**src/stream_skid_buffer.sv**
```systemverilog
`default_nettype none

module stream_skid_buffer #(
    parameter type payload_t = logic
) (
    input  logic     clk,
    input  logic     rstn,
    input  payload_t s_data,
    input  logic     s_valid,
    output logic     s_ready,
    output payload_t m_data,
    output logic     m_valid,
    input  logic     m_ready
);

    payload_t skid_data;
    logic     skid_valid;
    logic     main_load;

    // Output register free to take a new item
    assign main_load = m_ready || !m_valid;
    assign s_ready   = !skid_valid;

    always_ff @(posedge clk or negedge rstn) begin
        if (!rstn) begin
            m_valid    <= 1'b0;
            skid_valid <= 1'b0;
        end else if (main_load) begin
            m_valid    <= skid_valid || s_valid;
            skid_valid <= 1'b0;
        end else if (s_valid && s_ready) begin
            // Output stalled, park the new item
            skid_valid <= 1'b1;
        end
    end

    always_ff @(posedge clk) begin
        if (main_load) begin
            m_data <= skid_valid ? skid_data : s_data;
        end else if (s_valid && s_ready) begin
            skid_data <= s_data;
        end
    end

endmodule

`default_nettype wire

```
**config.mk**
```make
export PLATFORM = sky130hd
export DESIGN_NAME = stream_skid_buffer
export DESIGN_NICKNAME = d
export VERILOG_FILES = /design/src/stream_skid_buffer.sv
export SDC_FILE = /design/constraint.sdc
export NUM_CORES = 1
export LEC_CHECK = 0
export ABC_AREA = 1
export BUFFER_PORTS_ARGS = -buffer_cell sky130_fd_sc_hd__buf_2
export CORE_AREA = 8 8 45 47
export CTS_BUF_LIST = sky130_fd_sc_hd__clkbuf_8 sky130_fd_sc_hd__clkbuf_16
export DETAILED_ROUTE_END_ITERATION = 7
export DIE_AREA = 0 0 53 55
export GPL_TIMING_DRIVEN = 1
export REMOVE_ABC_BUFFERS = 1
export SYNTH_ARGS = -nofsm -noshare
export SYNTH_HDL_FRONTEND = slang
export SYNTH_SLANG_ARGS = --single-unit
export TNS_END_PERCENT = 10
```
**constraint.sdc**
```tcl
create_clock -name clk -period 1.8 [get_ports clk]
set_clock_uncertainty 0.05 [all_clocks]
set_input_delay 0 -clock clk [delete_from_list [all_inputs] [get_ports clk]]
set_output_delay 0 -clock clk [all_outputs]
set_load 0.01 [all_outputs]
```
# Yosys cells after proc, flatten, opt, wreduce, memory -nomap -nowiden
# Cells that the tools add are included.
dict set report op_classes {
  mux 3
  bitwise_logic 1
  n_reduce_logical 7
}
# cell n
set ops {}
lappend ops {{1-bit 2-to-1 mux} 3}
lappend ops {{1-bit logical NOT} 2}
lappend ops {{1-bit logical OR} 2}
lappend ops {{2-bit AND reduction} 1}
lappend ops {{2-bit nonzero test} 1}
lappend ops {{1-bit logical AND} 1}
lappend ops {{1-bit inverter} 1}
dict set report totals {
  regBits 4
  input_bits 5
}

# Logic depth before layout (Yosys ltp)
dict set report depth {
  word_depth 4
  ltp_mapped 3
  depth_no_buf 3
}

# Worst setup path after synthesis
# No wires, ideal clock.
dict set report synth_path {
  kind {reg-to-reg}
  from {register skid_valid}
  to {register skid_data (enable)}
  setup_time_ns 0.298
  t_arrival_ns 0.591
  required_time_ns 1.452
  slack_ns 0.860
  path_stages_with_launch 4
  path_buffers 0
  synth_period_minus_slack_ns 0.940
  cell_sequence {dfrtp_1 inv_2 nand2_1 nor2_1}
}
dict set report synth_between {
  elab_chain_len 3
}
# element line
set synth_rtl {}
lappend synth_rtl {{start, declared} 17} ;# logic skid_valid;
lappend synth_rtl {{start signal, assigned} 27} ;# skid_valid <= 1'b0;
lappend synth_rtl {{start signal, assigned} 30} ;# skid_valid <= 1'b0;
lappend synth_rtl {{start signal, assigned} 33} ;# skid_valid <= 1'b1;
lappend synth_rtl {{1-bit logical NOT} 22} ;# assign s_ready = !skid_valid;
lappend synth_rtl {{named net s_ready} 10} ;# output logic s_ready,
lappend synth_rtl {{1-bit logical AND} 40} ;# end else if (s_valid && s_ready) begin
lappend synth_rtl {{2-bit AND reduction (no line)} n/a}
lappend synth_rtl {{end signal, assigned} 41} ;# skid_data <= s_data;
lappend synth_rtl {{end, declared} 16} ;# payload_t skid_data;
# The timed path passes the listed nets, and every way through them passes these cells.
# A chain may end at the register's enable or synchronous reset.

# Final worst setup path
dict set report layout_path {
  from {register skid_valid}
  to {register skid_data (enable)}
}
dict set report layout_between {
  elab_chain_len 3
}
# element line
set layout_rtl {}
lappend layout_rtl {{1-bit logical NOT} 22}
lappend layout_rtl {{1-bit logical AND} 40}
lappend layout_rtl {{2-bit AND reduction (no line)} n/a}
# No other way between the ends.

==> results.txt <==
The maximum fanout along the worst path is 3. The type of the tightest min-delay check is in2reg. In this run, synthesis inferred 2 flip-flops with an integrated enable. In this run the post-CTS setup repair buffer count came out at 0. Global routing consumed, over all layers together, 3.84% of the routing resources.

The routed wire length per instance is 8.11 um. After synthesis, the share of flip-flops with an asynchronous set or reset is 50.0%. After synthesis, the cell types taking the most area are edfxtp_1 (39%), dfrtp_1 (33%), nand2_1 (12%), nor2_1 (7.3%), nand2_2 (4.1%). The final count of hold timing violations is 0. STA classifies the critical path endpoint as a register. The clock network latency to the later pin of the worst-skew pair is 210 ps. The library cell used as clock root buffer is clkbuf_8.

The number of cells upsized or downsized after cts came out at 0. The synthesized design spends more area on one cell type than any other, namely edfxtp_1. The clock transition time at the flip-flop clock pins of the worst setup and hold paths came out at 40 ps. Yosys instantiated no cell more often than nand2_1. The number of buffers created by CTS is 3. The final worst slack is about 860 ps. Entering global routing, the biggest net connects 5 pins. The number of violations of the max-capacitance limit is 0. The time the final worst path needs with I/O delays and setup is 942 ps. The synthesized netlist occupies a cell area of 154 um^2. The first-pass GRT wire length came out at 614 um.

Setup repair after global routing left no endpoint under its margin. The largest voltage drop on the vdd net is 209 uV. The final cell area excluding filler cells is 284 um^2. The largest single stage delay on the critical path is 390 ps.

The compound-gate portion of the synthesized area is 0%. By startpoint and endpoint, the worst setup path is classified as reg2reg. The initial antenna violation count was 0. The width of the chip is 53 um. The fraction of synthesized area in multiplexers is 0%. The final standard cell utilization of the core is about a fifth. In this run the standard cell core region covers 0.00138 mm^2. The die covers 0.00292 mm^2. The post-detailed-placement cell area came out at 209 um^2. The distinct cell type count after synthesis came out at 7. The largest individual stage delay along the critical path comes from the cell dfrtp_1. The run finished with clean final reports.

The first TritonRoute pass finished after 4 iterations. Of the available clock period, the critical path in the final layout requires 52.3%. The top cell type's share of synthesized area came out at between 30 and 40%.

The mean instance size in the synthesized netlist came out at about 10 um^2. The flip-flop cell with the highest count after synthesis is edfxtp_1. The worst path required time came out at 1680 ps. The floorplan die height is 55 um. The maximum clock rate is between 1000 and 1500 MHz.

The number of DRC markers in iteration 0 is 5. The HPWL after detailed placement came out at 269 um. The total wire length after detailed routing is approximately 370 um. The number of global-route vias before repair came out at 155.

Data arrives at the worst endpoint at 820 ps. The area share of fa/ha/maj cells after synthesis is 0%. The slew at the pin closest to its max-slew limit is 118 ps. The number of buffers inserted by port buffering came out at 7. Relative to the synthesized area, the layout overhead comes to 84.6%. The congestion estimate from routability-driven global placement came to 0.536. The antenna violation net count after detailed routing is 0. The maximum buffer depth of the clock tree is 2. Summing the sequential cell areas from Yosys gives 71.5% of the chip area.

The routed layout has 139 vias. The total power of the final layout came out at 332 uW. The simple-gate share of the synthesized area is a little under a quarter. The worst relative slew slack came out at 92.1%. The post-placement setup slack is 854 ps. The number of pins exceeding their max-slew limit in the final report came out at 0. The worst setup path is launched from a register. The fraction of synthesized cell area in xor and xnor cells is 0%. The dominant combinational cell family by area after synthesis is simple AND/OR/NAND/NOR gates.

The ratio of total power to cell area is ~1200 mW/mm^2. The number of placement rows came out at 14. During I/O placement, the number of pins put on the boundary was 8.

The reported leakage power came out at between 0.1 and 0.15 nW. The number of endpoints failing setup at the final stage came out at 0. The total negative slack is 0 ps.

The number of synthesized register bits came out at 4. The number of diodes added for antenna fixing is 0. The count of H-tree levels built during CTS came out at 1. The number of instances in the synthesized netlist came out at 15. CTS saw 4 sinks. The number of warnings issued by yosys is 0.

Sorting the synthesized cells by how often they occur yields nand2_1 (5), nor2_1 (3), dfrtp_1 (2), edfxtp_1 (2). For this run, design rule violations remaining after detail routing come to 0. The routed via count divided by cell count came out at 3.09. TritonCTS built the clock tree. The total global routing overflow came out at 0. The layout cell share with drive strength beyond 1 came out at 41.4%.

Once the floorplan was initialized, standard cells occupied between 10% and 20% of the core. The final layout net count is 35. Walking the worst path, the cells encountered are inv_2 > nand2_1 > nor2_1.
[worst max-delay path: cells and delay by family (launching register included)]
| kind | cells | cell delay [ps] |
|---|---|---|
| buf+inv | 1 | 70 |
| simple gates | 2 | 130 |
| flops | 1 | 390 |
[sequential cells by signal, summed over array words and instances (netlist names)]
name and cells:
m_data 1, m_valid 1, skid_data 1, skid_valid 1
[stage by stage]
step | hold slack, ps | cells
after global placement | -263 | 38
after floorplan | -346 | 15
after global routing | 47.7 | 45
after CTS | 13.1 | 45
after detailed placement | -261 | 38
final | 21.0 | 45
[power by group]
part / internal, mW / leakage (nW) / switching, mW / total [mW]
sequential: 0.105 / 0.0425 / 0.00325 / 0.108
combinational: 0.0149 / 0.0690 / 0.0153 / 0.0302
clock: 0.146 / 0.0269 / 0.0482 / 0.194
total: 0.265 / 0.138 / 0.0668 / 0.332
[cells in the final DEF (no fill, tap or decap)]
| master | Yosys | routed |
|---|---|---|
| buf_2 | 0 | 7 |
| nand2_1 | 5 | 5 |
| nand2_2 | 1 | 1 |
| clkbuf_8 | 0 | 3 |
| nor2_1 | 3 | 3 |
| inv_2 | 1 | 1 |
| dlygate4sd3_1 | 0 | 3 |
| dfrtp_1 | 2 | 2 |
| edfxtp_1 | 2 | 2 |
| inv_1 | 1 | 2 |
[worst paths after layout]
path / slack (ps) / cells past startpoint / startpoint / end
setup / recovery: 860 / 3 / skid_valid$_DFFE_PN0P_ / skid_data$_DFFE_PP_
hold / removal: 20 / 4 / m_ready / skid_valid$_DFFE_PN0P_
setup reg to reg: 860 / 3 / skid_valid$_DFFE_PN0P_ / skid_data$_DFFE_PP_
hold reg to reg: 470 / 2 / skid_data$_DFFE_PP_ / m_data$_DFFE_PP_
max in group asynchronous: 1560 / 2 / rstn / m_valid$_DFFE_PN0P_
min in group asynchronous: 50 / 2 / rstn / skid_valid$_DFFE_PN0P_
[area by class of cell]
type | instances | area [um^2]
flip-flops and latches | 4 | 110
clock inverters | 1 | 3.75
multi-input cells | 9 | 36.3
clock buffers | 3 | 41.3
fillers | 158 | 1100
inverters | 2 | 7.51
well taps | 16 | 20.0
repair buffers | 10 | 65.1
[logic make-up after synthesis]
family,count (synthesis)
DFF,4
buffers and inverters,2
and+or+nand+nor,9
[routing by layer]
layer	wire, um	vias to the layer above	GRT usage [%]
met5	0	-	0
met3	37	2	2.41
met2	192	5	4.49
met4	22	0	10.3
met1	113	60	2.14
li1	-	72	-
[what timing repair did]
action / 4_1_cts / 5_1_grt
endpoints found under the hold margin: 4 / 0
hold buffers: 3 / 0
setup endpoints to repair: 0 / 0
(Power assumes the default switching activity.)
