`src/raster_consts.svh`:
```
`ifndef RASTER_CONSTS_SVH
`define RASTER_CONSTS_SVH

// Signed Q16.16
`define FIXED_WIDTH 32
`define FRAC_BITS   16

`define COLOR_WIDTH 8

// Camera intrinsics as raw fixed values
`define DEFAULT_FX 32'sh0045_0000
`define DEFAULT_FY 32'sh0045_0000
`define DEFAULT_CX 32'sh0050_0000
`define DEFAULT_CY 32'sh003c_0000

`endif

```
`src/raster_pkg.sv`:
```
`default_nettype none

`include "raster_consts.svh"

package raster_pkg;

    typedef logic signed [`FIXED_WIDTH-1:0] fixed;

    typedef struct packed {
        fixed x;
        fixed y;
        fixed z;
    } vec3_t;

    typedef struct packed {
        logic [`COLOR_WIDTH-1:0] r;
        logic [`COLOR_WIDTH-1:0] g;
        logic [`COLOR_WIDTH-1:0] b;
    } color_t;

    typedef struct packed {
        vec3_t  position;
        color_t color;
    } vertex_t;

    typedef struct packed {
        vertex_t v0;
        vertex_t v1;
        vertex_t v2;
    } triangle_t;

    typedef struct packed {
        vertex_t vertex;
        logic    double_sided;
    } tagged_vertex_t;

    typedef struct packed {
        triangle_t triangle;
        logic      double_sided;
    } tagged_triangle_t;

    typedef struct packed {
        fixed fx;
        fixed fy;
        fixed cx;
        fixed cy;
    } camera_intrinsics_t;

    // Full product, back to Q16.16 by dropping the low fraction bits
    function automatic fixed mul(fixed a, fixed b);
        logic signed [2*`FIXED_WIDTH-1:0] prod;
        prod = a * b;
        return prod[`FRAC_BITS +: `FIXED_WIDTH];
    endfunction

    function automatic fixed add(fixed a, fixed b);
        return a + b;
    endfunction

    function automatic fixed sub(fixed a, fixed b);
        return a - b;
    endfunction

    // floor(2^32 / z), z positive
    function automatic fixed recip(fixed z);
        logic [2*`FIXED_WIDTH-1:0] quo;
        quo = (64'd1 << (2 * `FRAC_BITS)) / {{`FIXED_WIDTH{1'b0}}, z};
        return quo[`FIXED_WIDTH-1:0];
    endfunction

endpackage

`default_nettype wire

```
`src/backface_cull.sv`:
```
`default_nettype none

module backface_cull (
    input  logic                         clk,
    input  logic                         rstn,
    input  raster_pkg::tagged_triangle_t triangle_s_data,
    input  logic                         triangle_s_valid,
    output logic                         triangle_s_ready,
    output raster_pkg::tagged_triangle_t triangle_m_data,
    output logic                         triangle_m_valid,
    input  logic                         triangle_m_ready
);

    import raster_pkg::*;

    fixed area;
    logic keep;
    logic accept;

    // Twice the signed screen area, positive for front-facing winding
    always_comb begin
        area = sub(mul(sub(triangle_s_data.triangle.v1.position.x,
                           triangle_s_data.triangle.v0.position.x),
                       sub(triangle_s_data.triangle.v2.position.y,
                           triangle_s_data.triangle.v0.position.y)),
                   mul(sub(triangle_s_data.triangle.v2.position.x,
                           triangle_s_data.triangle.v0.position.x),
                       sub(triangle_s_data.triangle.v1.position.y,
                           triangle_s_data.triangle.v0.position.y)));
    end

    assign keep             = (area > 0) || triangle_s_data.double_sided;
    assign triangle_s_ready = !triangle_m_valid || triangle_m_ready;
    assign accept           = triangle_s_valid && triangle_s_ready;

    always_ff @(posedge clk or negedge rstn) begin
        if (!rstn) begin
            triangle_m_valid <= 1'b0;
        end else if (triangle_s_ready) begin
            // Culled triangles are taken in and never shown
            triangle_m_valid <= accept && keep;
        end
    end

    always_ff @(posedge clk) begin
        if (accept) begin
            triangle_m_data <= triangle_s_data;
        end
    end

endmodule

`default_nettype wire

```
`config.mk`:
```
export PLATFORM = sky130hd
export DESIGN_NAME = backface_cull
export DESIGN_NICKNAME = d
export VERILOG_FILES = /design/src/raster_pkg.sv /design/src/backface_cull.sv
export VERILOG_INCLUDE_DIRS = /design/src /design/src/src
export SDC_FILE = /design/constraint.sdc
export NUM_CORES = 2
export LEC_CHECK = 0
export BUFFER_PORTS_ARGS = -buffer_cell sky130_fd_sc_hd__buf_2
export CORE_UTILIZATION = 40
export DETAILED_ROUTE_END_ITERATION = 12
export SYNTH_ARGS = -nofsm -noshare
export SYNTH_HDL_FRONTEND = slang
export SYNTH_SLANG_ARGS = --single-unit
```
`constraint.sdc`:
```
create_clock -name clk -period 10.75 [get_ports clk]
set_input_delay 2.15 -clock clk [delete_from_list [all_inputs] [get_ports clk]]
set_output_delay 2.15 -clock clk [all_outputs]
set_load 0.01 [all_outputs]
```
Word level (Yosys, flattened, before mapping). Index checks and enable logic that the tools add are counted.

Register bits: 362. Input bits: 365. Output and inout port bits: 363. Word-level logic and storage cells: 33.

$add $sub $neg: 5. $mul: 2. Order comparisons: 1. Reductions and logical operators: 5.

Operators by type and width (count): $sub A32 B32 Y32 (5); $mul A32 B32 Y48 (2); $gt A32 B1 Y1 const B (1); $logic_and A1 B1 Y1 (2); $logic_or A1 B1 Y1 (2); $logic_not A1 Y1 (1).

Logic depth before layout (Yosys ltp).
Depth in word-level cells: 6. Depth in mapped cells: 58. Depth with buffers taken out: 58.

Worst setup path after synthesis. Ideal clock, no wire load.

Path type: input -> register. From: in triangle_s_data[177] (netlist bit). To: reg triangle_m_valid. Arrival time: 13965 ps. Required time: 10646 ps. Setup slack: -3318 ps. Stages: 56. Cells stage by stage: inv_1 ha_1 inv_1 fa_1 a211o_1 a21oi_1 a21o_1 nor2_1 o21ai_0 nand2b_1 a21oi_1 o21ai_0 xnor2_1 clkbuf_1 nor2_1 fa_1 fa_1 fa_1 [20 not listed] nor2_1 xor2_1 ha_1 a21o_1 a21o_1 a21oi_1 inv_1 nor2_1 a211oi_1 a311oi_1 nor4_1 a2111oi_0 nor3_1 xnor3_1 xnor2_1 xnor3_1 xnor3_1 o311ai_1.

Longest elaborated chain between the ends: 6.

RTL lines: from (decl) (line backface_cull.sv:6) `input raster_pkg::tagged_triangle_t triangle_s_data,`; $sub A32 B32 Y32 (line raster_pkg.sv:61) `return a - b;`; $mul A32 B32 Y48 (line raster_pkg.sv:52) `prod = a * b;`; $sub A32 B32 Y32 (line raster_pkg.sv:61); $gt A32 B1 Y1 (line backface_cull.sv:32) `assign keep = (area > 0) || triangle_s_data.double_sided;`; $logic_or A1 B1 Y1 (line backface_cull.sv:32); $logic_and A1 B1 Y1 (line backface_cull.sv:41) `triangle_m_valid <= accept && keep;`; to (signal assigned) (line backface_cull.sv:41); to (decl) (line backface_cull.sv:10) `output logic triangle_m_valid,`.

No other way between the ends. A chain may end at the register's enable or synchronous reset.

Worst setup path after layout.
From: in triangle_s_data[89] (netlist bit). To: reg triangle_m_valid.

Same word-level chain as after synthesis.

==> metrics.md <==
| Metric | Value |
|---|---|
| Die W | 433 um |
| Min-Delay Path Class | flip-flop to flip-flop |
| Post-synth EDFFs | 361 |
| Io pins | 728 |
| Most used cell along the critical path | fa_1 |
| Slew headroom | 22.2% |
| CTS Buf Count | 42 |
| Mapped cell area | 0.0744 mm2 |
| Worst R2R Path Depth | 4 |
| Final setup vio count | 1 |
| Register bit total from synthesis | 362 |
| Clock Pin Slew Worst Setup and Hold Paths | 0.07 ns |
| Layout cells sized above 1 | 26.9% |
| Post-route ant nets | 0 |
| Hold EP | triangle_m_valid$_DFFE_PN0N_ |
| Deepest clock path buffer count | 3 |
| Core Rows | 157 |
| Largest stage delay, worst path | 0.54 ns |
| Fmax | 73.5 MHz |
| Top cells by area, synth | fa_1 (45%), edfxtp_1 (15%), inv_1 (8.6%) |
| Slowest cell on crit path | fa_1 |
| Worst-Margin Slew | 1.16 ns |
| Fin crit period | 13.61 ns |
| Endpoints failing hold | 0 |
| CP Class | input pin to flip-flop |
| H-tree depth | 2 |
| Via count | 62.0k |
| Syn nets | 10.2k |
| DIE AREA | 0.188 mm2 |
| Min-delay src | triangle_m_valid$_DFFE_PN0N_ |
| Drc violations | 0 |
| R2R Path End | triangle_m_data[133]$_DFFE_PP_ |
| GPL Wtd Cong | 1.03 |
| Failing checks | setup timing |
| Post-layout net count | 12.2k |
| Maximum number of pins on one net before global-route repair | 165 |
| Clk_lat worst skew | 0.72 ns |
| Hold WS | 0.891 ns |
| Drt wl/cell | 25.4 um |
| Sink Count | 362 |
| Cell taking the most area after synthesis | fa_1 |
| Root buf cell | clkbuf_16 |
| Seq/Total Area, Yosys | 14.6% |
| RSZ-0062 raised after global routing | yes |
| Mean post-synth cell area | 9.68 um2 |
| Setup crit start kind | input pin |
| Asr flop ratio synth | 0.276% |
| Initial Util | 40.5% |
| Max_cap viols | 0 |
| Number of global-route vias before repair | 65.9k |
| Sum Neg Setup Slack | -2.86 ns |
| Post-detail-place hpwl | 277 mm |
| Initial DRC count | 4,859 |
| Period utilization | 127% |
| Routed WL | 311 mm |
| Total track usage | 33.9% |
| Die height | 433 um |
| Skew final | 0.0717 ns |
| DR vias/cell | 5.06 |
| Top cells by count, synth | inv_1 (1,709), fa_1 (1,681), nor2_1 (938) |
| Outcome | finished, violations left |
| Hold Path Stages | 2 |
| CTS tree | done |
| Grt total ovfl | 0 |
| Post-synthesis cell type count | 86 |
| Crit. End Element | flip-flop |
| Area share of the largest cell type after synthesis | 45.2% |
| Initial antenna violation count | 47 |
| Drt pass-1 iters | 7 |
| Most frequent cell after synthesis | inv_1 |
| R2R Path Start | triangle_m_valid$_DFFE_PN0N_ |
| Reg2Reg Setup Slack | 7.65 ns |
| Port Buffer Count | 727 |
| CP Max Fanout | 5 |
| Core area | 0.184 mm2 |
| Setup ws final | -2.86 ns |
| Worst path arrival time | 14.20 ns |
| Synth warn | 0 |
| Layout area overhead | 28.9% |
| Ys flop type | edfxtp_1 |
| Global-route wire length before repair | 451 mm |
| WP data required | 11.33 ns |
| Pins over their slew limit | 0 |
| Synth Instances | 7,687 |
[registers in the layout (all words and copies together), names as in the netlist]
| signal | count |
|---|---|
| triangle_m_valid | 1 |
| triangle_m_data | 361 |
[routing by layer]
| layer | track usage (%) | part of all wire (%) |
|---|---|---|
| met2 | 51.8 | 44 |
| met1 | 41.3 | 38 |
| met3 | 6.50 | 7.6 |
| met4 | 29.2 | 10 |
| met5 | 0.494 | 0.064 |
[stage by stage]
stage	area (um2)	instances	setup WS, ns	util (%)
after floorplan	74800	7687	-2.46	-
after global placement	92900	12100	-4.61	50.5
after detailed placement	92900	12100	-4.65	50.5
after CTS	95500	12200	-2.82	51.9
after global routing	95900	12200	-3.42	52.2
final	95900	12200	-2.86	52.2
[cell usage in the layout, fill, tap and decap left out, drive strengths merged, types with 98 or more instances in the layout]
master | Yosys | routed
o21ai | 102 | 102
a21oi | 163 | 163
a21o | 98 | 98
and2 | 113 | 113
inv | 1711 | 1708
xor2 | 111 | 111
edfxtp | 361 | 361
nand2 | 891 | 891
buf | 9 | 2291
fa | 1681 | 1681
nor2 | 938 | 938
ha | 483 | 483
xnor2 | 226 | 226
[worst max-delay path by stage]
stage | from | to | slack (ns) | depth (start not counted)
5_1_grt | triangle_s_data[330] | triangle_m_valid$_DFFE_PN0N_ | -3.42 | 60
2_1_floorplan | triangle_s_data[177] | triangle_m_valid$_DFFE_PN0N_ | -2.46 | 57
6_report | triangle_s_data[89] | triangle_m_valid$_DFFE_PN0N_ | -2.86 | 57
4_1_cts | triangle_s_data[330] | triangle_m_valid$_DFFE_PN0N_ | -2.82 | 60
3_3_place_gp | triangle_s_data[330] | triangle_m_valid$_DFFE_PN0N_ | -4.61 | 59
3_5_place_dp | triangle_s_data[330] | triangle_m_valid$_DFFE_PN0N_ | -4.65 | 60
[repair_timing]
item,in CTS,in global routing
pin swaps,120,79
setup buffers,37,16
gates cloned,1,0
gates resized for setup,141,58
hold buffers,0,0
setup endpoints to repair,1,1
[cells by family after synthesis]
family / count (synthesis) / share of synthesized area [%]
fa+ha+maj: 2164 / 53.3
buf+inv: 2021 / 10.2
mux: 6 / 0.0841
flops: 362 / 14.6
compound gates: 576 / 5.12
simple gates: 2212 / 12.4
xor+xnor: 346 / 4.24
[cell type report]
type,count,area [um2]
clock inverters,30,389
multi-input cells,5304,57400
well taps,2464,3080
fillers,17100,87900
repair buffers,2293,16600
clock buffers,46,1090
inverters,1712,6460
flip-flops and latches,362,10900
diodes,28,70.1
[critical path, delay by kind of cell]
kind,cells,cell delay (ns)
compound gates,22,3.64
xor+xnor,1,0.17
simple gates,13,2.39
fa+ha+maj,12,5.06
buf+inv,9,0.77
Power is left out: the tool's default activity adds up to more than one toggle a clock period on the data nets, which glitch-free logic cannot reach.
