==> config.mk <==
export PLATFORM = sky130hd
export DESIGN_NAME = triangle_assembler
export DESIGN_NICKNAME = d
export VERILOG_FILES = /design/src/raster_pkg.sv /design/src/triangle_assembler.sv
export VERILOG_INCLUDE_DIRS = /design/src /design/src/src
export SDC_FILE = /design/constraint.sdc
export NUM_CORES = 1
export LEC_CHECK = 0
export ABC_AREA = 1
export ABC_CLOCK_PERIOD_IN_PS = 9900
export BUFFER_PORTS_ARGS = -buffer_cell sky130_fd_sc_hd__buf_2
export CORE_AREA = 2 2 191 193
export CTS_BUF_LIST = sky130_fd_sc_hd__clkbuf_8
export CTS_CLUSTER_DIAMETER = 30
export CTS_CLUSTER_SIZE = 30
export DETAILED_ROUTE_END_ITERATION = 8
export DIE_AREA = 0 0 193 195
export GPL_ROUTABILITY_DRIVEN = 0
export PLACE_DENSITY_LB_ADDON = 0.1
export SYNTH_ARGS = -nofsm -noshare
export SYNTH_HDL_FRONTEND = slang
export SYNTH_SLANG_ARGS = --single-unit
==> constraint.sdc <==
create_clock -name clk -period 9.9 [get_ports clk]
set_input_delay 0.99 -clock clk [delete_from_list [all_inputs] [get_ports clk]]
set_output_delay 0.99 -clock clk [all_outputs]
set_load 0.02 [all_outputs]
==> src/raster_consts.svh <==
`ifndef RASTER_CONSTS_SVH
`define RASTER_CONSTS_SVH

// Signed Q16.16
`define FIXED_WIDTH 32
`define FRAC_BITS   16

`define COLOR_WIDTH 8

// Camera intrinsics as raw fixed values
`define DEFAULT_FX 32'sh0045_0000
`define DEFAULT_FY 32'sh0045_0000
`define DEFAULT_CX 32'sh0050_0000
`define DEFAULT_CY 32'sh003c_0000

`endif

==> src/raster_pkg.sv <==
`default_nettype none

`include "raster_consts.svh"

package raster_pkg;

    typedef logic signed [`FIXED_WIDTH-1:0] fixed;

    typedef struct packed {
        fixed x;
        fixed y;
        fixed z;
    } vec3_t;

    typedef struct packed {
        logic [`COLOR_WIDTH-1:0] r;
        logic [`COLOR_WIDTH-1:0] g;
        logic [`COLOR_WIDTH-1:0] b;
    } color_t;

    typedef struct packed {
        vec3_t  position;
        color_t color;
    } vertex_t;

    typedef struct packed {
        vertex_t v0;
        vertex_t v1;
        vertex_t v2;
    } triangle_t;

    typedef struct packed {
        vertex_t vertex;
        logic    double_sided;
    } tagged_vertex_t;

    typedef struct packed {
        triangle_t triangle;
        logic      double_sided;
    } tagged_triangle_t;

    typedef struct packed {
        fixed fx;
        fixed fy;
        fixed cx;
        fixed cy;
    } camera_intrinsics_t;

    // Full product, back to Q16.16 by dropping the low fraction bits
    function automatic fixed mul(fixed a, fixed b);
        logic signed [2*`FIXED_WIDTH-1:0] prod;
        prod = a * b;
        return prod[`FRAC_BITS +: `FIXED_WIDTH];
    endfunction

    function automatic fixed add(fixed a, fixed b);
        return a + b;
    endfunction

    function automatic fixed sub(fixed a, fixed b);
        return a - b;
    endfunction

    // floor(2^32 / z), z positive
    function automatic fixed recip(fixed z);
        logic [2*`FIXED_WIDTH-1:0] quo;
        quo = (64'd1 << (2 * `FRAC_BITS)) / {{`FIXED_WIDTH{1'b0}}, z};
        return quo[`FIXED_WIDTH-1:0];
    endfunction

endpackage

`default_nettype wire

==> src/triangle_assembler.sv <==
`default_nettype none

module triangle_assembler (
    input  logic                         clk,
    input  logic                         rstn,
    input  raster_pkg::tagged_vertex_t   vertex_s_data,
    input  logic                         vertex_s_valid,
    output logic                         vertex_s_ready,
    output raster_pkg::tagged_triangle_t triangle_m_data,
    output logic                         triangle_m_valid,
    input  logic                         triangle_m_ready
);

    logic [1:0] slot;
    logic       accept;

    // No new vertices while a full triangle waits
    assign vertex_s_ready = !triangle_m_valid;
    assign accept         = vertex_s_valid && vertex_s_ready;

    always_ff @(posedge clk or negedge rstn) begin
        if (!rstn) begin
            slot             <= 2'd0;
            triangle_m_valid <= 1'b0;
        end else begin
            if (triangle_m_valid && triangle_m_ready) begin
                triangle_m_valid <= 1'b0;
            end
            if (accept) begin
                if (slot == 2'd2) begin
                    slot             <= 2'd0;
                    triangle_m_valid <= 1'b1;
                end else begin
                    slot <= slot + 2'd1;
                end
            end
        end
    end

    always_ff @(posedge clk) begin
        if (accept) begin
            case (slot)
                2'd0: triangle_m_data.triangle.v0 <= vertex_s_data.vertex;
                2'd1: triangle_m_data.triangle.v1 <= vertex_s_data.vertex;
                default: begin
                    triangle_m_data.triangle.v2  <= vertex_s_data.vertex;
                    // Flag of the closing vertex tags the triangle
                    triangle_m_data.double_sided <= vertex_s_data.double_sided;
                end
            endcase
        end
    end

endmodule

`default_nettype wire

Yosys cells after proc, flatten, opt, wreduce, memory -nomap -nowiden
Cells that the tools add are included.
Word-level totals
  register bits after elaboration: 364
  bits of input ports: 125
  word-level logic and storage cells: 37
Operators by class
  $add $sub $neg: 1
  equal/unequal tests: 2
  muxes and demuxes: 4
  bitwise operators: 1
  reductions and logical operators: 8
Operator list (number)
  2-bit AND reduction: 3
  1-bit two-way mux: 3
  2-bit by 1-bit adder with 2-bit output (second input constant): 1
  2-bit by 1-bit equality test with 1-bit output (second input constant): 1
  2-bit equality test (second input constant): 1
  1-bit logical AND: 2
  2-bit zero test: 1
  2-bit two-way mux: 1
  2-bit OR reduction: 1
  1-bit zero test: 1
  1-bit NOT: 1

Logic depth before layout (Yosys ltp)
Gate-level depths: netlist (run 1).
  depth in word-level cells: 4
  gate-level depth with buffers: 4
  depth with buffers taken out: 4

Least setup slack after synthesis (run 1)
Ideal clock, no wire load.
  path type: input -> register
  start: in vertex_s_valid
  end: reg triangle_m_data[0] in the netlist's numbering, enable pin
  setup time: 0.602 ns
  arrival: 6.100 ns
  required time: 9.298 ns
  slack: 3.198 ns
  stages on the path: 2
  path buffers: 0
  cell sequence: nand2_1 -> nor2_1
Between the ends
  word-level cells in the longest chain between the ends: 2
Ends and longest elaborated chain
  start: declaration: line triangle_assembler.sv:7  | input logic vertex_s_valid,
  1-bit logical AND: line triangle_assembler.sv:19  | assign accept = vertex_s_valid && vertex_s_ready;
  2-bit AND reduction (no line)
  end: declaration: line triangle_assembler.sv:9  | output raster_pkg::tagged_triangle_t triangle_m_data,
Every way passes these cells.
A chain may end at the register's enable or synchronous reset.

Worst setup path after layout (run 1)
  start: in vertex_s_valid
  end: reg triangle_m_data[33] in the netlist's numbering, enable pin
Same word-level chain as after synthesis.

==> impl_metrics.json, run 1 <==
{
  "r2r_start": "triangle_m_valid",
  "post-route-min-period_ns": 2.89,
  "slowest_stage": "buf_4",
  "pre_cts_slack_ns": 6.31,
  "slew_violations": 0,
  "arrival_ns": 3.11,
  "ant_nets": 0,
  "coreArea_um2": 35400,
  "worst_path_most_repeated_cell": "buf_4",
  "drtIter0Drc": 249,
  "placementRows": 69,
  "h-tree-depth": 3,
  "grt_pass1_wl_mm": 38.9,
  "cts_setup_buffers": 0,
  "fin_nets": 1074,
  "clk_pin_slew_ns": 0.06,
  "postSynthAreaPerCell_um2": 28.6,
  "grt_pass1_vias": 6063,
  "post-route-util": 0.437,
  "holdCritPathClass": "in -> async",
  "syn-num-nets": 510,
  "fin_worst_skew_ns": 0.0229,
  "yosysTopAreaCellShare": 0.986,
  "cp-end-kind": "flip-flop",
  "seq_area_um2": 10900,
  "io_pins": 488,
  "cts_hold_buffers": 0,
  "status": "completed",
  "drc": 0,
  "grt_overflow": 0,
  "cts_resized": 0,
  "synth_cell_types": 7,
  "rsz0062_at_grt": "no",
  "grt_usage": 0.145,
  "fp.dieH_um": 195,
  "via_per_inst": 4.11,
  "fin_ws_ns": 7.01,
  "ys_seq_area_frac": 0.993,
  "syn_to_final_growth_pct": 40.7,
  "yosys.area.top_type": "edfxtp_1",
  "ys_seq_elements": 364,
  "crit_type": "in -> reg",
  "die_area_um2": 37600,
  "max_freq_mhz": 346,
  "drv_cap": 0,
  "ys_top_cells_by_count": "361 x edfxtp_1, 9 x nand2_1, 5 x inv_1, 5 x nor2_1, 3 x dfrtp_1",
  "peakVddDrop_mv": 0.196,
  "dieWidth_um": 193,
  "initial_utilization": 0.311,
  "cts_made_buffers": 71,
  "mappedNetlistArea_um2": 11000,
  "max_stage_delay_ns": 0.76,
  "multi_input_area_um2": 66.3,
  "vias": 6024,
  "crit_fanout": 59,
  "num-fill-cells": 3269,
  "reg2reg_slack_ns": 7.06,
  "synthTopCellsByArea": "edfxtp_1 99%, dfrtp_1 0.68%, nand2_1 0.31%",
  "p_leak_uw": 0.00610,
  "crit_required_ns": 10.12,
  "synthCells": 385,
  "grt_max_degree": 64,
  "clk_path_buf_depth": 3,
  "worst_pin_slew_ns": 0.942,
  "reg2reg_to": "triangle_m_data[33]",
  "antenna_found_initial": 4,
  "drive_gt1_frac": 0.601,
  "async_flop_share": 0.00824,
  "maxSlewHeadroom": 0.372,
  "crit_chain": "buf_2 > nand2_1 > nor2_4 > buf_4 > buf_4",
  "fin_area_um2": 15500,
  "synth-edff-count": 361,
  "route.detailed.wl_per_inst_um": 19.2,
  "p_total_uw": 4480,
  "setup_viol": 0,
  "dr.pass1.iters": 4,
  "place_area_um2": 14100,
  "wl_mm": 28.2,
  "hold_viol": 0,
  "dp.final_hpwl_mm": 19.2,
  "cts_tree": "done",
  "synth.most_common_cell": "edfxtp_1",
  "cts_root_buf": "clkbuf_8",
  "yosysWarnings": 0,
  "cp-start-kind": "input pin",
  "portBuffers": 487,
  "timing.final.crit_share": 0.292,
  "finalSetupTns_ns": 0,
  "synth-main-ff-cell": "edfxtp_1",
  "clock_sinks": 364,
  "r2r_cells": 5,
  "p_per_area_nw_per_um2": 289,
  "clock_latency_ns": 0.60
}
[kinds of logic after synthesis]
family,Yosys count,synth area share
buffers and inverters,6,0.00205
DFF,364,0.993
and+or+nand+nor,15,0.00535
[cells in the final DEF, fill, tap and decap left out]
| cell | instances |
|---|---|
| nor2_1 | 4 |
| inv_1 | 9 |
| nor2_4 | 1 |
| clkinv_2 | 11 |
| inv_6 | 8 |
| clkbuf_8 | 72 |
| buf_2 | 487 |
| clkinv_4 | 4 |
| inv_4 | 2 |
| buf_4 | 4 |
| clkinvlp_4 | 8 |
| clkinv_1 | 14 |
| bufinv_16 | 4 |
| inv_2 | 1 |
| edfxtp_1 | 361 |
| nand2_1 | 9 |
| diode_2 | 2 |
| or2_1 | 1 |
| dfrtp_1 | 3 |
| inv_8 | 1 |
[how the worst max path moves through the flow]
stage                           from              endpoint  slack (ns)  cells past startpoint
floorplan             vertex_s_valid    triangle_m_data[0]        3.20                      2
global placement      vertex_s_valid   triangle_m_data[13]        6.35                      5
detailed placement    vertex_s_valid  triangle_m_data[116]        6.31                      5
CTS                 triangle_m_valid    triangle_m_data[6]        6.98                      5
global route        triangle_m_valid  triangle_m_data[120]        6.84                      5
finish                vertex_s_valid   triangle_m_data[33]        7.01                      5
[critical path, delay by kind of cell]
kind	cells	cell delay, ns
buffers and inverters	3	1.58
and+or+nand+nor	2	0.46
[metrics by stage]
step,hold slack (ns),std cells
2_1_floorplan,0.493,385
3_3_place_gp,0.526,1337
3_5_place_dp,0.524,1337
4_1_cts,0.108,1465
5_1_grt,0.130,1466
6_report,0.177,1467
[final cells by class]
type / count / share of cell area
diodes: 2 / 0.000323
clock buffers: 72 / 0.0640
clock inverters: 56 / 0.0276
inverters: 6 / 0.00178
multi-input cells: 15 / 0.00428
flip-flops and latches: 364 / 0.705
well taps: 461 / 0.0373
repair buffers: 491 / 0.159
[registers in the layout (all words and copies together) (netlist names)]
| register | cells |
|---|---|
| triangle_m_valid | 1 |
| slot | 2 |
| triangle_m_data | 361 |
[routing by layer]
layer	global-route usage	wire length [µm]	up-vias
met3	0.0714	3210	59
met5	0	27	-
met1	0.149	9860	2911
met2	0.240	14100	329
met4	0.0783	956	4
li1	-	-	2721
[report_power, final]
part,leakage (µW),internal [µW],switching [µW],total [µW]
sequential,0.00337,2070,66.4,2140
combinational,0.00200,199,678,877
clock,0.000731,807,656,1460
total,0.00610,3080,1400,4480
(Power assumes the default switching activity.)
==> run 2: changes to the inputs <==
--- a/config.mk
+++ b/config.mk
@@ -6,15 +6,15 @@
 export SDC_FILE = /design/constraint.sdc
 export NUM_CORES = 1
 export LEC_CHECK = 0
-export ABC_AREA = 1
-export ABC_CLOCK_PERIOD_IN_PS = 9900
+export ABC_AREA = 0
+export ABC_CLOCK_PERIOD_IN_PS = 2600
 export BUFFER_PORTS_ARGS = -buffer_cell sky130_fd_sc_hd__buf_2
-export CORE_AREA = 2 2 191 193
+export CORE_AREA = 2 2 192 194
 export CTS_BUF_LIST = sky130_fd_sc_hd__clkbuf_8
 export CTS_CLUSTER_DIAMETER = 30
 export CTS_CLUSTER_SIZE = 30
 export DETAILED_ROUTE_END_ITERATION = 8
-export DIE_AREA = 0 0 193 195
+export DIE_AREA = 0 0 194 196
 export GPL_ROUTABILITY_DRIVEN = 0
 export PLACE_DENSITY_LB_ADDON = 0.1
 export SYNTH_ARGS = -nofsm -noshare
==> constraint.sdc (replaced) <==
create_clock -name clk -period 2.6 [get_ports clk]
set_input_delay 0.26 -clock clk [delete_from_list [all_inputs] [get_ports clk]]
set_output_delay 0.26 -clock clk [all_outputs]
set_load 0.02 [all_outputs]
==> run 2 against run 1 <==
  * Core utilization grew 3.4 points
  * First-iteration DRC count shrank 0.40%
  * Die area grew 1.0%
  * Via count grew 7.0%
  * Non-clock buffer count grew 129
  * Sequential power grew to 3.8 times the previous value
  * Critical path type is now reg -> reg
  * Largest power group unchanged
==> impl_metrics.json, run 2 <==
{
  "setup_viol": 0,
  "post-route-min-period_ns": 1.73,
  "instances_no_fill": 1597,
  "portBuffers": 487,
  "synth-main-ff-cell": "edfxtp_1",
  "reg2reg_to": "triangle_m_data[199]",
  "route.detailed.wl_per_inst_um": 18.2,
  "cts_tree": "done",
  "ant_nets": 0,
  "p_leak_uw": 0.00672,
  "dp.final_hpwl_mm": 19.5,
  "io_pins": 488,
  "pre_cts_slack_ns": 0.855,
  "via_per_inst": 4.04,
  "cp-end-kind": "flip-flop",
  "status": "completed",
  "drive_gt1_frac": 0.547,
  "dr.pass1.iters": 4,
  "r2r_cells": 2,
  "ys_seq_area_frac": 0.993,
  "worst_pin_slew_ns": 0.474,
  "p_per_area_nw_per_um2": 1050,
  "p_int_uw": 12400,
  "antenna_found_initial": 2,
  "grt_usage": 0.148,
  "maxSlewHeadroom": 0.684,
  "layout_common_cells": "487 x buf_2, 361 x edfxtp_1, 125 x dlygate4sd3_1, 74 x clkbuf_8, 12 x clkinv_2",
  "yosysTopAreaCellShare": 0.987,
  "h-tree-depth": 3,
  "p_switching_uw": 5350,
  "clock_latency_ns": 0.60,
  "timing.final.crit_share": 0.665,
  "fin_ws_ns": 0.871,
  "syn_to_final_growth_pct": 54.9,
  "postSynthAreaPerCell_um2": 29.4,
  "ys_seq_elements": 364,
  "holdCritPathClass": "in -> reg",
  "grt_max_degree": 75,
  "yosysWarnings": 0,
  "largest_reg_flops": 361,
  "async_flop_share": 0.00824,
  "synth-edff-count": 361,
  "grt_pass1_vias": 6823,
  "drtIter0Drc": 248,
  "cts_made_buffers": 73,
  "initial_utilization": 0.305,
  "hold_start": "vertex_s_data[0]",
  "placementRows": 70,
  "ys_top_cells_by_count": "361 x edfxtp_1, 3 x dfrtp_1, 2 x a21o_1",
  "fin_nets": 1194,
  "arrival_ns": 1.98,
  "die_area_um2": 38000,
  "largestRegisters": "triangle_m_data (361), slot (2), triangle_m_valid (1)",
  "slew_violations": 0,
  "regMostFlops": "triangle_m_data",
  "synth_cell_types": 11,
  "rsz0062_at_grt": "no",
  "syn-num-nets": 499,
  "crit_required_ns": 2.85,
  "cp-start-kind": "flip-flop",
  "crit_type": "reg -> reg",
  "pwr-share-comb": 0.197,
  "crit_fanout": 49,
  "cts_root_buf": "clkbuf_8",
  "synth.most_common_cell": "edfxtp_1",
  "cts_resized": 0,
  "reg2reg_slack_ns": 0.87,
  "mappedNetlistArea_um2": 11000,
  "synthCells": 374,
  "p_sw_frac": 0.301,
  "coreArea_um2": 36100,
  "grt_pass1_wl_mm": 41.6,
  "clk_pin_slew_ns": 0.06,
  "fp.dieH_um": 196,
  "dieWidth_um": 194,
  "drc": 0,
  "grt_overflow": 0,
  "drv_cap": 0,
  "hold_viol": 0,
  "r2r_start": "triangle_m_valid",
  "layout_commonest_cell": "buf_2",
  "clk_path_buf_depth": 3,
  "vias": 6447,
  "wl_mm": 29.0,
  "peakVddDrop_mv": 0.505,
  "power.share.clock": 0.349,
  "max_freq_mhz": 578,
  "seqPwrFrac": 0.454,
  "timing.hold.ws_ns": 0.384,
  "synthTopCellsByArea": "edfxtp_1 99%, dfrtp_1 0.68%, a21o_1 0.14%",
  "yosys.area.top_type": "edfxtp_1",
  "min_to": "triangle_m_data[0]",
  "fin_worst_skew_ns": 0.0204,
  "clock_sinks": 364,
  "dp_cells": 1337,
  "holdPathStages": 2
}
==> run 2: cell types whose count changed after synthesis <==
cell      before  now
and4bb_1       0    1
nand2_1        9    1
inv_2          1    0
nor2_1         5    1
a21o_1         0    2
nand2b_1       0    1
inv_1          5    1
o22ai_1        0    1
nor4b_2        0    1
==> run 2: layout make-up <==
type	count	area, µm²
Sequential cell	364	10900
Clock inverter	59	574
Timing Repair Buffer	620	3820
Tap cell	468	586
Inverter	1	3.75
Multi-Input combinational cell	9	88.8
Clock buffer	74	1020
Antenna cell	2	5.00
Fill cell	3143	19100
==> run 2: kinds of logic (layout without fill, tap and decap cells) <==
logic type	count (synthesis)	in the layout	share of synthesized area
AO/OA/AOI/OAI	3	3	0.00194
flip-flops	364	364	0.993
buffers and inverters	1	754	0.000341
other	0	2	0
AND/OR/NAND/NOR	6	6	0.00433
==> run 2: per-layer routing <==
metal | up-vias | track usage | wire length (µm) | share of wire
li1 | 2963 | - | - | -
met1 | 3084 | 0.156 | 10300 | 0.36
met2 | 347 | 0.251 | 14700 | 0.51
met3 | 53 | 0.0688 | 3090 | 0.11
met4 | 0 | 0.0718 | 861 | 0.030
met5 | - | 0 | 0 | 0
==> run 2: worst max-delay path by stage <==
stage,startpoint,to,slack [ns],depth (start not counted)
CTS,triangle_m_valid,triangle_m_data[224],0.85,2
finish,triangle_m_valid,triangle_m_data[199],0.87,2
global route,triangle_m_valid,triangle_m_data[199],0.82,2
detailed placement,triangle_m_valid,triangle_m_data[240],0.85,2
floorplan,triangle_m_valid,triangle_m_data[241],-2.22,1
global placement,triangle_m_valid,triangle_m_data[232],0.87,2
==> run 2: repair_timing <==
action / in CTS / in global routing
setup buffers: 0 / 0
hold buffers: 125 / 0
hold endpoints to repair: 367 / 0
==> run 2: power by group through the flow <==
| stage | Sequential [µW] | Combinational [µW] | Clock (µW) |
|---|---|---|---|
| finish | 8080 | 3500 | 6210 |
| global route | 8180 | 3710 | 6700 |
| CTS | 8090 | 3610 | 6410 |
| detailed placement | 8190 | 3450 | 0 |
| global placement | 8190 | 3460 | 0 |
| floorplan | 9590 | 545 | 0 |
==> run 2: metrics by stage <==
stage / util / instance area (µm²) / total power [µW] / TNS [ns]
floorplan: - / 11000 / 10100 / -471.06
global placement: 0.393 / 14200 / 11700 / 0
detailed placement: 0.393 / 14200 / 11600 / 0
CTS: 0.471 / 17000 / 18100 / 0
global route: 0.471 / 17000 / 18600 / 0
finish: 0.472 / 17000 / 17800 / 0
==> run 2: worst max-delay path, stage by stage, from the launching register on <==
cell and delay (ns):
dfrtp_2 0.47, and4bb_4 0.55, buf_12 0.31
==> run 3: changes to the inputs <==
--- a/config.mk
+++ b/config.mk
@@ -7,14 +7,14 @@
 export NUM_CORES = 1
 export LEC_CHECK = 0
 export ABC_AREA = 0
-export ABC_CLOCK_PERIOD_IN_PS = 2600
+export ABC_CLOCK_PERIOD_IN_PS = 1600
 export BUFFER_PORTS_ARGS = -buffer_cell sky130_fd_sc_hd__buf_2
-export CORE_AREA = 2 2 192 194
+export CORE_AREA = 2 2 190 192
 export CTS_BUF_LIST = sky130_fd_sc_hd__clkbuf_8
 export CTS_CLUSTER_DIAMETER = 30
 export CTS_CLUSTER_SIZE = 30
 export DETAILED_ROUTE_END_ITERATION = 8
-export DIE_AREA = 0 0 194 196
+export DIE_AREA = 0 0 192 194
 export GPL_ROUTABILITY_DRIVEN = 0
 export PLACE_DENSITY_LB_ADDON = 0.1
 export SYNTH_ARGS = -nofsm -noshare
==> constraint.sdc (replaced) <==
create_clock -name clk -period 1.6 [get_ports clk]
set_input_delay 0.16 -clock clk [delete_from_list [all_inputs] [get_ports clk]]
set_output_delay 0.16 -clock clk [all_outputs]
set_load 0.02 [all_outputs]
==> run 3 against run 2 <==
  * Maximum frequency rose by 12%
  * Core utilization rose by 2.9 points
  * First-iteration DRC count rose by 24%
  * Setup slack got worse by 0.81 ns
  * Non-clock buffer count rose by 43
  * Register-to-register slack got worse by 0.81 ns
  * Critical endpoint is now triangle_m_data[244]
==> impl_metrics.json, run 3 (synthesized netlist as in run 2, its figures left out) <==
{
  "max_freq_mhz": 649,
  "largestRegisters": "triangle_m_data (361), slot (2), triangle_m_valid (1)",
  "grt_overflow": 0,
  "crit_required_ns": 1.90,
  "worst_pin_slew_ns": 0.328,
  "grt_usage": 0.156,
  "p_leak_uw": 0.00705,
  "pwr-share-comb": 0.218,
  "grt_pass1_wl_mm": 42.3,
  "wl_mm": 30.0,
  "portBuffers": 487,
  "p_sw_frac": 0.293,
  "status": "completed",
  "setup_viol": 0,
  "hold_viol": 0,
  "antenna_found_initial": 1,
  "reg2reg_slack_ns": 0.06,
  "grt_pass1_vias": 7138,
  "power.share.clock": 0.350,
  "fin_ws_ns": 0.0590,
  "crit_fanout": 10,
  "layout_common_cells": "487 x buf_2, 361 x edfxtp_1, 126 x dlygate4sd3_1, 74 x clkbuf_8, 27 x buf_4",
  "drv_cap": 0,
  "ant_nets": 0,
  "p_per_area_nw_per_um2": 1720,
  "rsz0062_at_grt": "yes",
  "post-route-min-period_ns": 1.54,
  "vias": 6692,
  "clock_latency_ns": 0.60,
  "syn_to_final_growth_pct": 60.5,
  "layout_commonest_cell": "buf_2",
  "cts_root_buf": "clkbuf_8",
  "h-tree-depth": 3,
  "cts_made_buffers": 72,
  "clock_sinks": 364,
  "timing.final.crit_share": 0.963,
  "grt_max_degree": 25,
  "io_pins": 488,
  "fin_nets": 1236,
  "num-fill-cells": 2970,
  "cp-start-kind": "flip-flop",
  "cts_tree": "done",
  "holdCritPathClass": "in -> reg",
  "clk_pin_slew_ns": 0.06,
  "dp_cells": 1366,
  "regMostFlops": "triangle_m_data",
  "dieWidth_um": 192,
  "cp-end-kind": "flip-flop",
  "initial_utilization": 0.312,
  "p_int_uw": 21500,
  "maxSlewHeadroom": 0.781,
  "clk_path_buf_depth": 3,
  "p_total_uw": 30400,
  "drc": 0,
  "p_switching_uw": 8920,
  "coreArea_um2": 35200,
  "dr.pass1.iters": 4,
  "fp.dieH_um": 194,
  "route.detailed.wl_per_inst_um": 18.4,
  "instances_no_fill": 1632,
  "placementRows": 69,
  "crit_type": "reg -> reg",
  "peakVddDrop_mv": 0.941,
  "drtIter0Drc": 308,
  "timing.hold.ws_ns": 0.304,
  "die_area_um2": 37200,
  "arrival_ns": 1.85,
  "pre_cts_slack_ns": 0.0329,
  "drive_gt1_frac": 0.566,
  "dp.final_hpwl_mm": 21.5,
  "fin_worst_skew_ns": 0.0214,
  "seqPwrFrac": 0.432,
  "largest_reg_flops": 361,
  "slew_violations": 0,
  "via_per_inst": 4.10
}
run 3: cell count changes in the layout (fill, tap and decap cells not counted), moves of 2 or more:
cell | before | now
buf_4 | 2 | 27
buf_12 | 6 | 22
clkinv_1 | 11 | 7
clkinv_4 | 8 | 4
bufinv_16 | 9 | 12
inv_6 | 7 | 9
inv_8 | 0 | 2
run 3: power by group through the flow:
stage                     Clock [µW]  Combinational [µW]  Sequential (µW)
after floorplan                    0                 810            15200
after global placement             0                6320            13400
after detailed placement           0                6380            13300
after CTS                      11000                6630            13200
after global routing           11400                7040            13300
final                          10600                6630            13100
run 3: repair_timing:
action,CTS,global route
setup buffers,0,5
hold buffers,126,0
endpoints found under the setup margin,0,15
resized for setup,0,0
endpoints found under the hold margin,367,0
run 3: area by class of cell:
| type | instances | area (µm²) | area share |
|---|---|---|---|
| inverters | 1 | 3.75 | 0.000213 |
| repair buffers | 663 | 4370 | 0.248 |
| clock buffers | 74 | 1020 | 0.0578 |
| multi-input cells | 9 | 88.8 | 0.00504 |
| flip-flops and latches | 364 | 10900 | 0.619 |
| clock inverters | 59 | 662 | 0.0375 |
| well taps | 461 | 577 | 0.0327 |
| diodes | 1 | 2.50 | 0.000142 |
run 3: worst max-delay path, cell delays in order, from the launching register on:
cell,delay [ns]
dfrtp_2,0.47
nor4b_4,0.30
buf_4,0.18
clkbuf_16,0.16
buf_12,0.13
run 3: worst paths after layout:
check                                  start                    to  depth (start not counted)
min reg2reg                          slot[1]               slot[1]                          1
min in group asynchronous               rstn               slot[0]                          3
max                         triangle_m_valid  triangle_m_data[244]                          4
max reg2reg                 triangle_m_valid  triangle_m_data[244]                          4
max in group asynchronous               rstn               slot[1]                          3
min                        vertex_s_data[37]   triangle_m_data[37]                          2
run 3: metrics by stage:
| step | util | area, µm² | TNS (ns) |
|---|---|---|---|
| 6_report | 0.501 | 17600 | 0 |
| 5_1_grt | 0.501 | 17600 | 0 |
| 4_1_cts | 0.499 | 17600 | 0 |
| 3_5_place_dp | 0.415 | 14600 | 0 |
| 3_3_place_gp | 0.415 | 14600 | 0 |
| 2_1_floorplan | - | 11000 | -754.24 |
run 3: metal layers:
| metal | vias to the layer above | share of wire | GRT usage |
|---|---|---|---|
| met5 | - | 0 | 0 |
| met4 | 0 | 0.030 | 0.0755 |
| met3 | 55 | 0.095 | 0.0595 |
| met2 | 354 | 0.51 | 0.272 |
| met1 | 3231 | 0.36 | 0.164 |
| li1 | 3052 | - | - |
